### src/include/fpm_consts.svh
`ifndef FPM_CONSTS_SVH
`define FPM_CONSTS_SVH

// vector shape
`define FPM_LANES   4
`define FPM_TAG_W   8

// single precision field widths
`define FPM_EXP_W   8
`define FPM_MAN_W   23
`define FPM_WORD_W  (1 + `FPM_EXP_W + `FPM_MAN_W)

`define FPM_BIAS    127      // exponent bias

// input strobe to output pulse, in cycles
// unpack 1 + lane 2 + pack 1
`define FPM_LATENCY 4

`endif
### src/rtl/fpm_pkg.sv
`default_nettype none

`include "fpm_consts.svh"

package fpm_pkg;

	// operand class after unpacking
	// subnormals are normalized and show up as FPC_NORMAL
	typedef enum logic [1:0] {
		FPC_ZERO,
		FPC_NORMAL,
		FPC_INF,
		FPC_NAN
	} fp_class_t;

	// operand as seen by a lane
	typedef struct packed {
		logic                    sign;
		logic signed [9:0]       exp;   // unbiased
		logic [`FPM_MAN_W:0]     man;   // explicit leading one
		fp_class_t               cls;
	} fp_unpacked_t;

	// what a lane carries next to its product from stage 1 to stage 2
	typedef struct packed {
		logic      sign;   // product sign
		fp_class_t cls_a;
		fp_class_t cls_b;
	} fp_class_pair_t;

endpackage

`default_nettype wire

### src/rtl/fp_operand_unpack.sv
`timescale 1ns/1ps
`default_nettype none

`include "fpm_consts.svh"

module fp_operand_unpack (
	input  logic                                clk,
	input  logic                                rst,
	input  logic                                in_valid,
	input  logic [`FPM_LANES*`FPM_WORD_W-1:0]   in_a,
	input  logic [`FPM_LANES*`FPM_WORD_W-1:0]   in_b,
	output logic                                op_valid,
	output fpm_pkg::fp_unpacked_t               op_a [`FPM_LANES],
	output fpm_pkg::fp_unpacked_t               op_b [`FPM_LANES]
);

	localparam int EXP_W  = `FPM_EXP_W;
	localparam int MAN_W  = `FPM_MAN_W;
	localparam int WORD_W = `FPM_WORD_W;
	localparam int BIAS   = `FPM_BIAS;

	// leading zeros of a 24 bit mantissa, highest set bit wins
	function automatic logic [4:0] lead_zeros(input logic [MAN_W:0] m);
		logic [4:0] n;
		n = 5'(MAN_W + 1);
		for (int i = 0; i <= MAN_W; i++) begin
			if (m[i])
				n = 5'(MAN_W - i);
		end
		return n;
	endfunction

	function automatic fpm_pkg::fp_unpacked_t unpack_word(input logic [WORD_W-1:0] w);
		fpm_pkg::fp_unpacked_t u;
		logic [EXP_W-1:0] e;
		logic [MAN_W-1:0] m;
		logic [4:0]       lz;
		e  = w[WORD_W-2 -: EXP_W];
		m  = w[MAN_W-1:0];
		lz = lead_zeros({1'b0, m});
		u.sign = w[WORD_W-1];
		u.exp  = $signed({2'b00, e}) - 10'(BIAS);
		u.man  = {1'b1, m};
		if (e == '1) begin
			u.cls = (m == '0) ? fpm_pkg::FPC_INF : fpm_pkg::FPC_NAN;
		end else if (e != '0) begin
			u.cls = fpm_pkg::FPC_NORMAL;
		end else if (m == '0) begin
			u.cls = fpm_pkg::FPC_ZERO;
		end else begin
			// subnormal: move the leading one up to the hidden bit
			u.cls = fpm_pkg::FPC_NORMAL;
			u.man = {1'b0, m} << lz;
			u.exp = 10'(1 - BIAS) - $signed({5'b00000, lz});
		end
		return u;
	endfunction

	always_ff @(posedge clk) begin
		if (rst)
			op_valid <= 1'b0;
		else
			op_valid <= in_valid;
	end

	always_ff @(posedge clk) begin
		for (int i = 0; i < `FPM_LANES; i++) begin
			op_a[i] <= unpack_word(in_a[i*WORD_W +: WORD_W]);
			op_b[i] <= unpack_word(in_b[i*WORD_W +: WORD_W]);
		end
	end

endmodule

`default_nettype wire

### config.mk
export PLATFORM = sky130hd
export DESIGN_NAME = fp_operand_unpack
export DESIGN_NICKNAME = d
export VERILOG_FILES = /design/src/rtl/fpm_pkg.sv /design/src/rtl/fp_operand_unpack.sv
export VERILOG_INCLUDE_DIRS = /design/src /design/src/include
export SDC_FILE = /design/constraint.sdc
export NUM_CORES = 1
export LEC_CHECK = 0
export BUFFER_PORTS_ARGS = -buffer_cell sky130_fd_sc_hd__buf_2
export CORE_ASPECT_RATIO = 1.75
export CORE_MARGIN = 4
export CORE_UTILIZATION = 23
export CTS_BUF_LIST = sky130_fd_sc_hd__clkbuf_16
export CTS_CLUSTER_DIAMETER = 80
export DETAILED_ROUTE_END_ITERATION = 6
export PLACE_DENSITY = 0.4
export SLEW_MARGIN = 10
export SYNTH_ARGS = -nofsm -noshare
export SYNTH_HDL_FRONTEND = slang
export SYNTH_SLANG_ARGS = --single-unit
### constraint.sdc
create_clock -name clk -period 6.1 [get_ports clk]
set_input_delay 0.61 -clock clk [delete_from_list [all_inputs] [get_ports clk]]
set_output_delay 0.61 -clock clk [all_outputs]
set_load 0.005 [all_outputs]
==> metrics.md <==
| Metric | Value |
|---|---|
| Setup Viol. Count Final | 0 |
| Sw Ratio | 33.43% |
| Final cycle utilization of the critical path | 62.09% |
| Synthesized area per cell | 7.653 sq um |
| Crit path kind | primary input to flop |
| Switching power total | 1.971 mW |
| Clock power share | 40.5% |
| Worst path cell trace | buf_2 > or4_1 > or3_1 > a31oi_1 > nand2b_1 > mux2i_1 > mux2i_1 > mux2i_1 > o221ai_1 |
| Fin. Hold Viols | 0 |
| Least-Margin Pin Slew | 1.192 ns |
| PortBufs | 555 |
| CTS Root Cell | clkbuf_16 |
| Worst vdd ir | 0.1732 mV |
| PwrDens | 229.2 nW/um^2 |
| Max Fanout on Critical Path | 22 |
| Total wire length | 111.0 mm |
| Final Power | 5.896 mW |
| Drt first-iter violations | 1,823 |
| CP max-delay cell | nand2b_1 |
| Cell Area, Synth | 20,620 sq um |
| Hold-fix buffers at CTS | 0 |
| Die Y | 404.1 microns |
| # rows | 145 |
| Drt pass-1 iters | 7 |
| Total CTS buffers | 36 |
| Ys Warns | 0 |
| Routed WL per cell | 25.43 microns |
| Worst slew margin | 20.51% |
| Pre-CTS setup slack | 1.804 ns |
| Reg clk slew, reported paths | 0.06 ns |
| Postcts setup bufs | 0 |
| Post-synth top flop | dfxtp_1 |
| Placement Cell Area | 24,420 sq um |
| Number of global-route vias before repair | 24,120 |
| DIE AREA | 94,690 sq um |
| P&R area growth vs syn | 24.78% |
| Max stage delay on crit path | 0.92 ns |
| Status | finished clean |
| Gpl congestion | 0.9574 |
| Ys async rst share | 0% |
| Minimum clock period | 3.788 ns |
| Global-route wire length before repair | 159.4 mm |
| Sinks on the clock net | 289 |
| GRT Residual Overflow | 0 |
| Initial Util | 23.15% |
| Hold Crit Class | primary input to flop |
| Top delay family on crit path | simple AND/OR/NAND/NOR gates |
| Internal power | 3.925 mW |
| CTS tree | yes |
| CP Buf/Inv Count | 1 |
| Flop pwr share | 34.6% |
| CP arrival | 4.20 ns |
| CTS H-tree depth | 2 |
| LEAKAGE | 11.26 nW |
| IO Count | 556 |
| Mapped Cells | 2,694 |
| Final slew viol count | 0 |
| Worst setup SP type | primary input |
| Deepest clock path buffer count | 3 |
| Antenna viol nets, final | 0 |
| DP HPWL | 88.59 mm |
| Fin area | 25,730 sq um |
| Global-route usage over all layers | 22.11% |
| Most common cell on crit path | mux2i_1 |
| DRC viols | 0 |
| Sequential area share after synthesis | 28.06% |
| Fmax | 264.0 MHz |
| Comb pwr share | 25.0% |
| Post-detailed-route via-to-cell ratio | 5.439 |
| FF+latch count, synth | 289 |
| Post-synth EDFFs | 0 |
| Max-Cap Viols | 0 |
| Die width | 234.3 microns |
| Number of gates resized after CTS | 0 |
| Crit end category | flop |
| Fin nets | 3,433 |
| Post-route setup slack | 2.312 ns |
| Largest net degree at the start of global routing | 34 |
| Cell variety after synth | 90 |
| Worst EP required | 6.52 ns |
| Core area | 89,080 sq um |
| Layout cells sized above 1 | 22.80% |
| Number of antenna violations at the first check in global routing | 22 |
| Unrepaired setup endpoints after global routing | false |
| Via count | 23,750 |
| Sum Neg Setup Slack | 0 ns |
[layer usage]
| metal | track usage [%] | wire [microns] |
|---|---|---|
| met1 | 22.22 | 38100 |
| met2 | 41.79 | 58030 |
| met3 | 5.113 | 8353 |
| met4 | 11.32 | 6461 |
| met5 | 0 | 104 |
[cells in the final DEF, fill, tap and decap left out, types with 22 or more instances in the layout]
master	count
clkbuf_16	36
dfxtp_1	289
nand3_1	75
ha_1	24
nand2_1	294
nand2b_1	26
a31oi_1	39
o221ai_1	29
inv_1	86
nor3_1	88
nor2_1	253
o211ai_1	40
a22o_1	27
and3_1	35
xor2_1	22
o21ai_0	206
a211oi_1	26
a21oi_1	163
a22oi_1	27
mux2_2	39
and2_1	32
nor2b_1	24
buf_2	555
nor4_1	49
o22ai_1	25
mux2i_1	264
buf_4	31
xnor2_1	34
[synth_stat cells (22+ instances only)]
cell type,count,area (sq um)
xnor2_1,34,297.8
o22ai_1,25,156.4
a22oi_1,27,202.7
inv_1,84,315.3
mux2_2,39,439.2
nand3_1,75,375.4
xor2_1,22,192.7
a211oi_1,26,195.2
nor3_1,88,440.4
ha_1,24,300.3
nor2b_1,25,156.4
nor2_1,253,949.7
clkbuf_1,119,446.7
nand2b_1,26,162.7
a31oi_1,41,256.5
nor4_1,49,306.5
mux2i_1,264,2643
buf_2,29,145.1
nand2_1,294,1104
o221ai_1,29,254.0
a22o_1,27,236.5
a21oi_1,163,815.8
and2_1,32,200.2
o21ai_0,211,1056
dfxtp_1,289,5786
and3_1,35,219.0
o211ai_1,40,300.3
[power by group through the flow]
stage	Combinational, mW	Clock, mW	Sequential, mW
after floorplan	0.801	0	2.08
after detailed placement	1.46	0	2.08
final	1.47	2.39	2.04
after CTS	1.46	2.49	2.04
after global placement	1.47	0	2.08
after global routing	1.59	2.55	2.05
[through the flow]
stage	instances	utilization, %	hold WS [ns]
floorplan	2701	-	0.6377
global placement	4288	27.41	0.7132
detailed placement	4288	27.41	0.7165
CTS	4352	28.84	0.07189
global route	4357	28.85	0.08423
finish	4367	28.88	0.1353
[sequential cells by signal, indices dropped and copies added (netlist names)]
signal    cells
op_a        144
op_b        144
op_valid      1
[logic make-up (layout without fill, tap and decap cells)]
| group | Yosys count | in the layout | synth area share [%] |
|---|---|---|---|
| XOR/XNOR | 56 | 56 | 2.379 |
| AND/OR/NAND/NOR | 938 | 938 | 21.11 |
| flip-flops | 289 | 289 | 28.06 |
| other | 1 | 23 | 0.01819 |
| AO/OA/AOI/OAI | 814 | 814 | 26.39 |
| buffers and inverters | 266 | 741 | 5.377 |
| multiplexers | 306 | 306 | 15.22 |
| adder cells (fa/ha/maj) | 24 | 24 | 1.456 |
[area by class of cell]
class / count / area, sq um
fill: 9890 / 63350
multi-input combinational: 2146 / 13810
sequential: 289 / 5786
timing repair buffer: 586 / 3010
tap: 1176 / 1471
clock buffer: 36 / 900.9
clock inverter: 28 / 371.6
inverter: 91 / 341.6
antenna: 15 / 37.54
[worst paths after layout]
kind	startpoint	endpoint	slack (ns)	depth (start not counted)
hold / removal	in_a[63]	op_a[110]	0.14	1
setup / recovery	in_b[81]	op_b[54]	2.31	9
Power figures use the tool's default switching activity.
