**src/include/fpm_consts.svh**
```systemverilog
`ifndef FPM_CONSTS_SVH
`define FPM_CONSTS_SVH

// vector shape
`define FPM_LANES   4
`define FPM_TAG_W   8

// single precision field widths
`define FPM_EXP_W   8
`define FPM_MAN_W   23
`define FPM_WORD_W  (1 + `FPM_EXP_W + `FPM_MAN_W)

`define FPM_BIAS    127      // exponent bias

// input strobe to output pulse, in cycles
// unpack 1 + lane 2 + pack 1
`define FPM_LATENCY 4

`endif
```
**src/rtl/fpm_pkg.sv**
```systemverilog
`default_nettype none

`include "fpm_consts.svh"

package fpm_pkg;

	// operand class after unpacking
	// subnormals are normalized and show up as FPC_NORMAL
	typedef enum logic [1:0] {
		FPC_ZERO,
		FPC_NORMAL,
		FPC_INF,
		FPC_NAN
	} fp_class_t;

	// operand as seen by a lane
	typedef struct packed {
		logic                    sign;
		logic signed [9:0]       exp;   // unbiased
		logic [`FPM_MAN_W:0]     man;   // explicit leading one
		fp_class_t               cls;
	} fp_unpacked_t;

	// what a lane carries next to its product from stage 1 to stage 2
	typedef struct packed {
		logic      sign;   // product sign
		fp_class_t cls_a;
		fp_class_t cls_b;
	} fp_class_pair_t;

endpackage

`default_nettype wire

```
**src/rtl/fp_mul_lane.sv**
```systemverilog
`timescale 1ns/1ps
`default_nettype none

`include "fpm_consts.svh"

module fp_mul_lane (
	input  logic                     clk,
	input  logic                     rst,
	input  logic                     op_valid,
	input  fpm_pkg::fp_unpacked_t    op_a,
	input  fpm_pkg::fp_unpacked_t    op_b,
	output logic                     res_valid,
	output logic [`FPM_WORD_W-1:0]   res_data,
	output logic                     res_invalid,
	output logic                     res_overflow,
	output logic                     res_underflow
);

	localparam int EXP_W   = `FPM_EXP_W;
	localparam int MAN_W   = `FPM_MAN_W;
	localparam int BIAS    = `FPM_BIAS;
	localparam int EXP_MAX = (1 << EXP_W) - 1;   // all ones, reserved for inf and nan

	fpm_pkg::fp_class_pair_t pair_in;
	fpm_pkg::fp_class_pair_t pair_q;
	logic                    s1_valid;

	logic [2*MAN_W+1:0]      prod_q;
	logic signed [9:0]       exp_sum_q;

	logic signed [10:0]      exp_biased;
	logic [MAN_W-1:0]        man_norm;
	logic                    any_nan;
	logic                    any_zero;
	logic                    any_inf;
	logic [`FPM_WORD_W-1:0]  word_next;
	logic                    inv_next;
	logic                    ovf_next;
	logic                    unf_next;

	assign pair_in.sign  = op_a.sign ^ op_b.sign;
	assign pair_in.cls_a = op_a.cls;
	assign pair_in.cls_b = op_b.cls;

	// stage 1, classes and sign ride next to the product
	stage_pipe #(
		.payload_t (fpm_pkg::fp_class_pair_t),
		.DEPTH     (1)
	) class_pipe_i (
		.clk       (clk),
		.rst       (rst),
		.in_valid  (op_valid),
		.in_data   (pair_in),
		.out_valid (s1_valid),
		.out_data  (pair_q)
	);

	always_ff @(posedge clk) begin
		prod_q    <= op_a.man * op_b.man;   // 24 x 24 -> 48
		exp_sum_q <= op_a.exp + op_b.exp;
	end

	// stage 2 normalize
	always_comb begin
		if (prod_q[2*MAN_W+1]) begin   // product in [2,4)
			man_norm   = prod_q[2*MAN_W -: MAN_W];
			exp_biased = exp_sum_q + 11'sd1 + 11'(BIAS);
		end else begin
			man_norm   = prod_q[2*MAN_W-1 -: MAN_W];
			exp_biased = exp_sum_q + 11'(BIAS);
		end
	end

	assign any_nan  = (pair_q.cls_a == fpm_pkg::FPC_NAN) || (pair_q.cls_b == fpm_pkg::FPC_NAN);
	assign any_zero = (pair_q.cls_a == fpm_pkg::FPC_ZERO) || (pair_q.cls_b == fpm_pkg::FPC_ZERO);
	assign any_inf  = (pair_q.cls_a == fpm_pkg::FPC_INF) || (pair_q.cls_b == fpm_pkg::FPC_INF);

	// special cases first, then range limits
	always_comb begin
		inv_next = 1'b0;
		ovf_next = 1'b0;
		unf_next = 1'b0;
		if (any_nan || (any_zero && any_inf)) begin
			word_next = {pair_q.sign, {EXP_W{1'b1}}, {MAN_W{1'b1}}};   // canonical nan
			inv_next  = 1'b1;
		end else if (any_inf) begin
			word_next = {pair_q.sign, {EXP_W{1'b1}}, {MAN_W{1'b0}}};
		end else if (any_zero) begin
			word_next = {pair_q.sign, {EXP_W{1'b0}}, {MAN_W{1'b0}}};
		end else if (exp_biased >= 11'(EXP_MAX)) begin
			word_next = {pair_q.sign, {EXP_W{1'b1}}, {MAN_W{1'b0}}};
			ovf_next  = 1'b1;
		end else if (exp_biased < 11'sd1) begin
			// no subnormal outputs, flush to zero
			word_next = {pair_q.sign, {EXP_W{1'b0}}, {MAN_W{1'b0}}};
			unf_next  = 1'b1;
		end else begin
			word_next = {pair_q.sign, exp_biased[EXP_W-1:0], man_norm};   // truncated
		end
	end

	always_ff @(posedge clk) begin
		if (rst)
			res_valid <= 1'b0;
		else
			res_valid <= s1_valid;
	end

	always_ff @(posedge clk) begin
		res_data      <= word_next;
		res_invalid   <= inv_next;
		res_overflow  <= ovf_next;
		res_underflow <= unf_next;
	end

endmodule

`default_nettype wire

```
**src/rtl/stage_pipe.sv**
```systemverilog
`timescale 1ns/1ps
`default_nettype none

module stage_pipe #(
	parameter type payload_t = logic,
	parameter int  DEPTH     = 1
) (
	input  logic     clk,
	input  logic     rst,
	input  logic     in_valid,
	input  payload_t in_data,
	output logic     out_valid,
	output payload_t out_data
);

	logic     valid_q [DEPTH];
	payload_t data_q  [DEPTH];

	always_ff @(posedge clk) begin
		if (rst) begin
			for (int i = 0; i < DEPTH; i++) begin
				valid_q[i] <= 1'b0;
			end
		end else begin
			valid_q[0] <= in_valid;
			for (int i = 1; i < DEPTH; i++) begin
				valid_q[i] <= valid_q[i-1];
			end
		end
	end

	// data just follows along
	always_ff @(posedge clk) begin
		data_q[0] <= in_data;
		for (int i = 1; i < DEPTH; i++) begin
			data_q[i] <= data_q[i-1];
		end
	end

	assign out_valid = valid_q[DEPTH-1];
	assign out_data  = data_q[DEPTH-1];

endmodule

`default_nettype wire

```
**config.mk**
```make
export PLATFORM = sky130hd
export DESIGN_NAME = fp_mul_lane
export DESIGN_NICKNAME = d
export VERILOG_FILES = /design/src/rtl/fpm_pkg.sv /design/src/rtl/fp_mul_lane.sv /design/src/rtl/stage_pipe.sv
export VERILOG_INCLUDE_DIRS = /design/src /design/src/include
export SDC_FILE = /design/constraint.sdc
export NUM_CORES = 1
export LEC_CHECK = 0
export ABC_AREA = 1
export BUFFER_PORTS_ARGS = -buffer_cell sky130_fd_sc_hd__buf_4
export CORE_MARGIN = 8
export CORE_UTILIZATION = 45
export CTS_BUF_LIST = sky130_fd_sc_hd__clkbuf_4
export CTS_CLUSTER_DIAMETER = 120
export DETAILED_ROUTE_END_ITERATION = 16
export PLACE_DENSITY = 0.71
export SLEW_MARGIN = 20
export SYNTH_ARGS = -nofsm -noshare
export SYNTH_HDL_FRONTEND = slang
export SYNTH_SLANG_ARGS = --single-unit
```
**constraint.sdc**
```tcl
create_clock -name clk -period 9.5 [get_ports clk]
set_input_delay 0 -clock clk [delete_from_list [all_inputs] [get_ports clk]]
set_output_delay 0 -clock clk [all_outputs]
set_load 0.02 [all_outputs]
```
==> impl_metrics.toml <==
[floorplanning]
initial_core_util_pct = 45.6
die_w_microns = 242
die-area_sq_um = 58300
die_h_microns = 242
core_sq_um = 50200
rows = 82
io_pins = 113

[routing]
wire_per_inst_microns = 15.6
vias = 18300
ant_nets = 0
drt-total-wl_microns = 57900
drt-pass1-iter-count = 5
drt_iter0_markers = 1198
vias_per_cell = 4.91
drc = 0

[cells_and_area]
mostFrequentLayoutCell = "inv_1"
final_area_sq_um = 24500
fillers = 4842
final_cell_mix = "inv_1 (916), nand2_1 (848), fa_1 (482)"
final_util_pct = 48.9
area_growth_pct = 7.22
layout.nets = 3785
drive_gt1_share_pct = 6.20

[logic_synthesis]
synth_compound_area_share_pct = 4.63
synth-edff-count = 0
synthAdderAreaFrac_pct = 52.1
ys_ff_latch = 77
synth_cells = 3001
synth_simple_gate_area_share_pct = 18.4
postSynth.asyncResetShare_pct = 0
avgSynthCellArea_sq_um = 7.63
synth_area_sq_um = 22900
synth_top_family_by_area = "adder cells"
synthFlopType = "dfxtp_1"
ys_seq_area_share_pct = 6.73
synth_fp_nets = 3741
yosysUniqueCellTypes = 44
synthXorXnorAreaFrac_pct = 1.07
ys_warn_count = 0
synthMuxAreaShare_pct = 0

[worst_setup_path]
path_class = "input port to register"
worstPathRequired_ns = 9.83
cp-end-kind = "register"
r2r_cells = 10
cp_max_fo = 24
arrival_ns = 5.93
cp-start-kind = "input port"
reg2reg_from = "prod_q[47]"
critPathCapture = "prod_q[44]"
critPathLaunch = "op_b[11]"
r2r_setup_slack_ns = 7.13
r2r_end = "res_data[14]"

[status]
outcome = "finished, final reports clean"

[sta]
period_needed_ns = 5.60
fin_skew_ns = 0.0103
finalSetupViolations = 0
grt_setup_unrepaired = "false"
hold_viol = 0
finalSetupTns_ns = 0
max_freq_ghz = 0.178
finalCritPeriodShare_pct = 59.0
worst_slew_pin_slew_ns = 0.687
relSlewSlack_pct = 53.6
finalMaxSlewViolations = 0

[global_route]
grt.busiest_layer = "met2"
gr-usage-met1_pct = 24.8
overflow = 0
grt_max_degree = 34
grt_pass1_wl_microns = 98700
grt_usage_pct = 20.5
met2_usage_pct = 36.7
grtUsageMet3_pct = 2.20
grt_pass1_vias = 19800
antenna_found_initial = 1

[clock_network]
cts_resized = 0
clk_pin_slew_ns = 0.12
h-tree-depth = 3
cts_buffer_depth = 2
clockRootBuffer = "clkbuf_4"
clock_latency_ns = 0.43
cts_buffers = 9
cts_tree = "done"
cts_sinks = 77

[placement]
post_dp_cell_area_sq_um = 24100
dpl.hpwl_microns = 45800
gp_congestion = 0.898
port-buffer-count = 112

[worst_hold_path]
hold_class = "input port to register"
hp-start = "op_a[31]"
hold_depth = 5

[job]
cap_viol_max_count = 0
-- worst min path at each step --
stage          slack [ns]                   endpoint
2_1_floorplan        0.03  class_pipe_i.data_q[0][0]
3_3_place_gp         0.11  class_pipe_i.data_q[0][3]
3_5_place_dp         0.11  class_pipe_i.data_q[0][2]
4_1_cts              0.03               exp_sum_q[6]
5_1_grt              0.05               exp_sum_q[9]
6_report             0.06               exp_sum_q[6]
-- cells by family (layout without fill, tap and decap cells) --
family,Yosys count,count (layout)
flops,77,77
compound gates,164,164
xor+xnor,28,28
other cells,0,1
buf+inv,1030,1079
fa+ha+maj,663,663
simple gates,1039,1039
-- cell type report --
type                            instances  area [sq um]  area share [%]
Multi-Input combinational cell       1894         17400            71.0
Tap cell                              672           841            3.43
Clock inverter                          5          36.3           0.148
Clock buffer                           11          82.6           0.337
Inverter                              919          3450            14.1
Sequential cell                        77          1540            6.29
Antenna cell                            1          2.50          0.0102
Timing Repair Buffer                  144          1160            4.71
-- Yosys cell counts, drive strengths merged, types with 3 or more instances --
| cell | instances | area (sq um) |
|---|---|---|
| a21boi | 4 | 30.0 |
| a21o | 10 | 75.1 |
| a21oi | 55 | 275 |
| a31oi | 6 | 37.5 |
| and3 | 3 | 18.8 |
| buf | 9 | 87.6 |
| clkbuf | 102 | 383 |
| dfxtp | 77 | 1540 |
| fa | 482 | 9650 |
| ha | 181 | 2260 |
| inv | 919 | 3450 |
| nand2 | 854 | 3230 |
| nand3 | 63 | 420 |
| nand4 | 6 | 37.5 |
| nor2 | 99 | 415 |
| nor3 | 8 | 40.0 |
| nor4 | 3 | 18.8 |
| o21a | 8 | 60.1 |
| o21ai | 43 | 219 |
| o21bai | 32 | 315 |
| xnor2 | 7 | 61.3 |
| xor2 | 21 | 184 |
-- state kept, by name, indices dropped and copies added, names as in the netlist --
signal and cells:
res_overflow 1, class_pipe_i.data_q 5, class_pipe_i.valid_q 1, exp_sum_q 10, prod_q 25, res_data 32, res_valid 1, res_invalid 1
res_underflow 1
-- metal layers --
layer  wire [microns]  part of all wire [%]  vias up
met3             3470                   6.0      179
met5                0                     0        -
met2            29000                    50      616
li1                 -                     -     8549
met4             2820                   4.9        0
met1            22700                    39     8937
-- repair_timing --
action / CTS / global route
setup buffers: 0 / 0
endpoints found under the hold margin: 17 / 0
hold buffers: 30 / 0
-- metrics by stage --
step	hold WS [ns]	std cells	setup slack (ns)
2_1_floorplan	0.0277	3001	4.08
3_3_place_gp	0.105	3676	3.53
3_5_place_dp	0.107	3676	3.50
4_1_cts	0.0291	3722	3.97
5_1_grt	0.0513	3723	3.64
6_report	0.0642	3723	3.90
-- worst max-delay path: stages --
cell      delay, ns
buf_4          0.34
nand2_1        0.14
fa_1           0.52
fa_1           0.55
inv_1          0.05
fa_1           0.49
inv_1          0.05
fa_1           0.53
inv_1          0.05
fa_1           0.46
fa_1           0.50
inv_1          0.05
fa_1           0.54
inv_1          0.06
ha_1           0.32
a21oi_1        0.20
a21boi_0       0.31
o21ai_0        0.16
a21oi_1        0.17
nand2_1        0.15
nand2_1        0.11
nand2_1        0.06
nand2_1        0.05
nand2_1        0.06
Power is left out: the tool's default activity adds up to more than one toggle a clock period on the data nets, which glitch-free logic cannot reach.
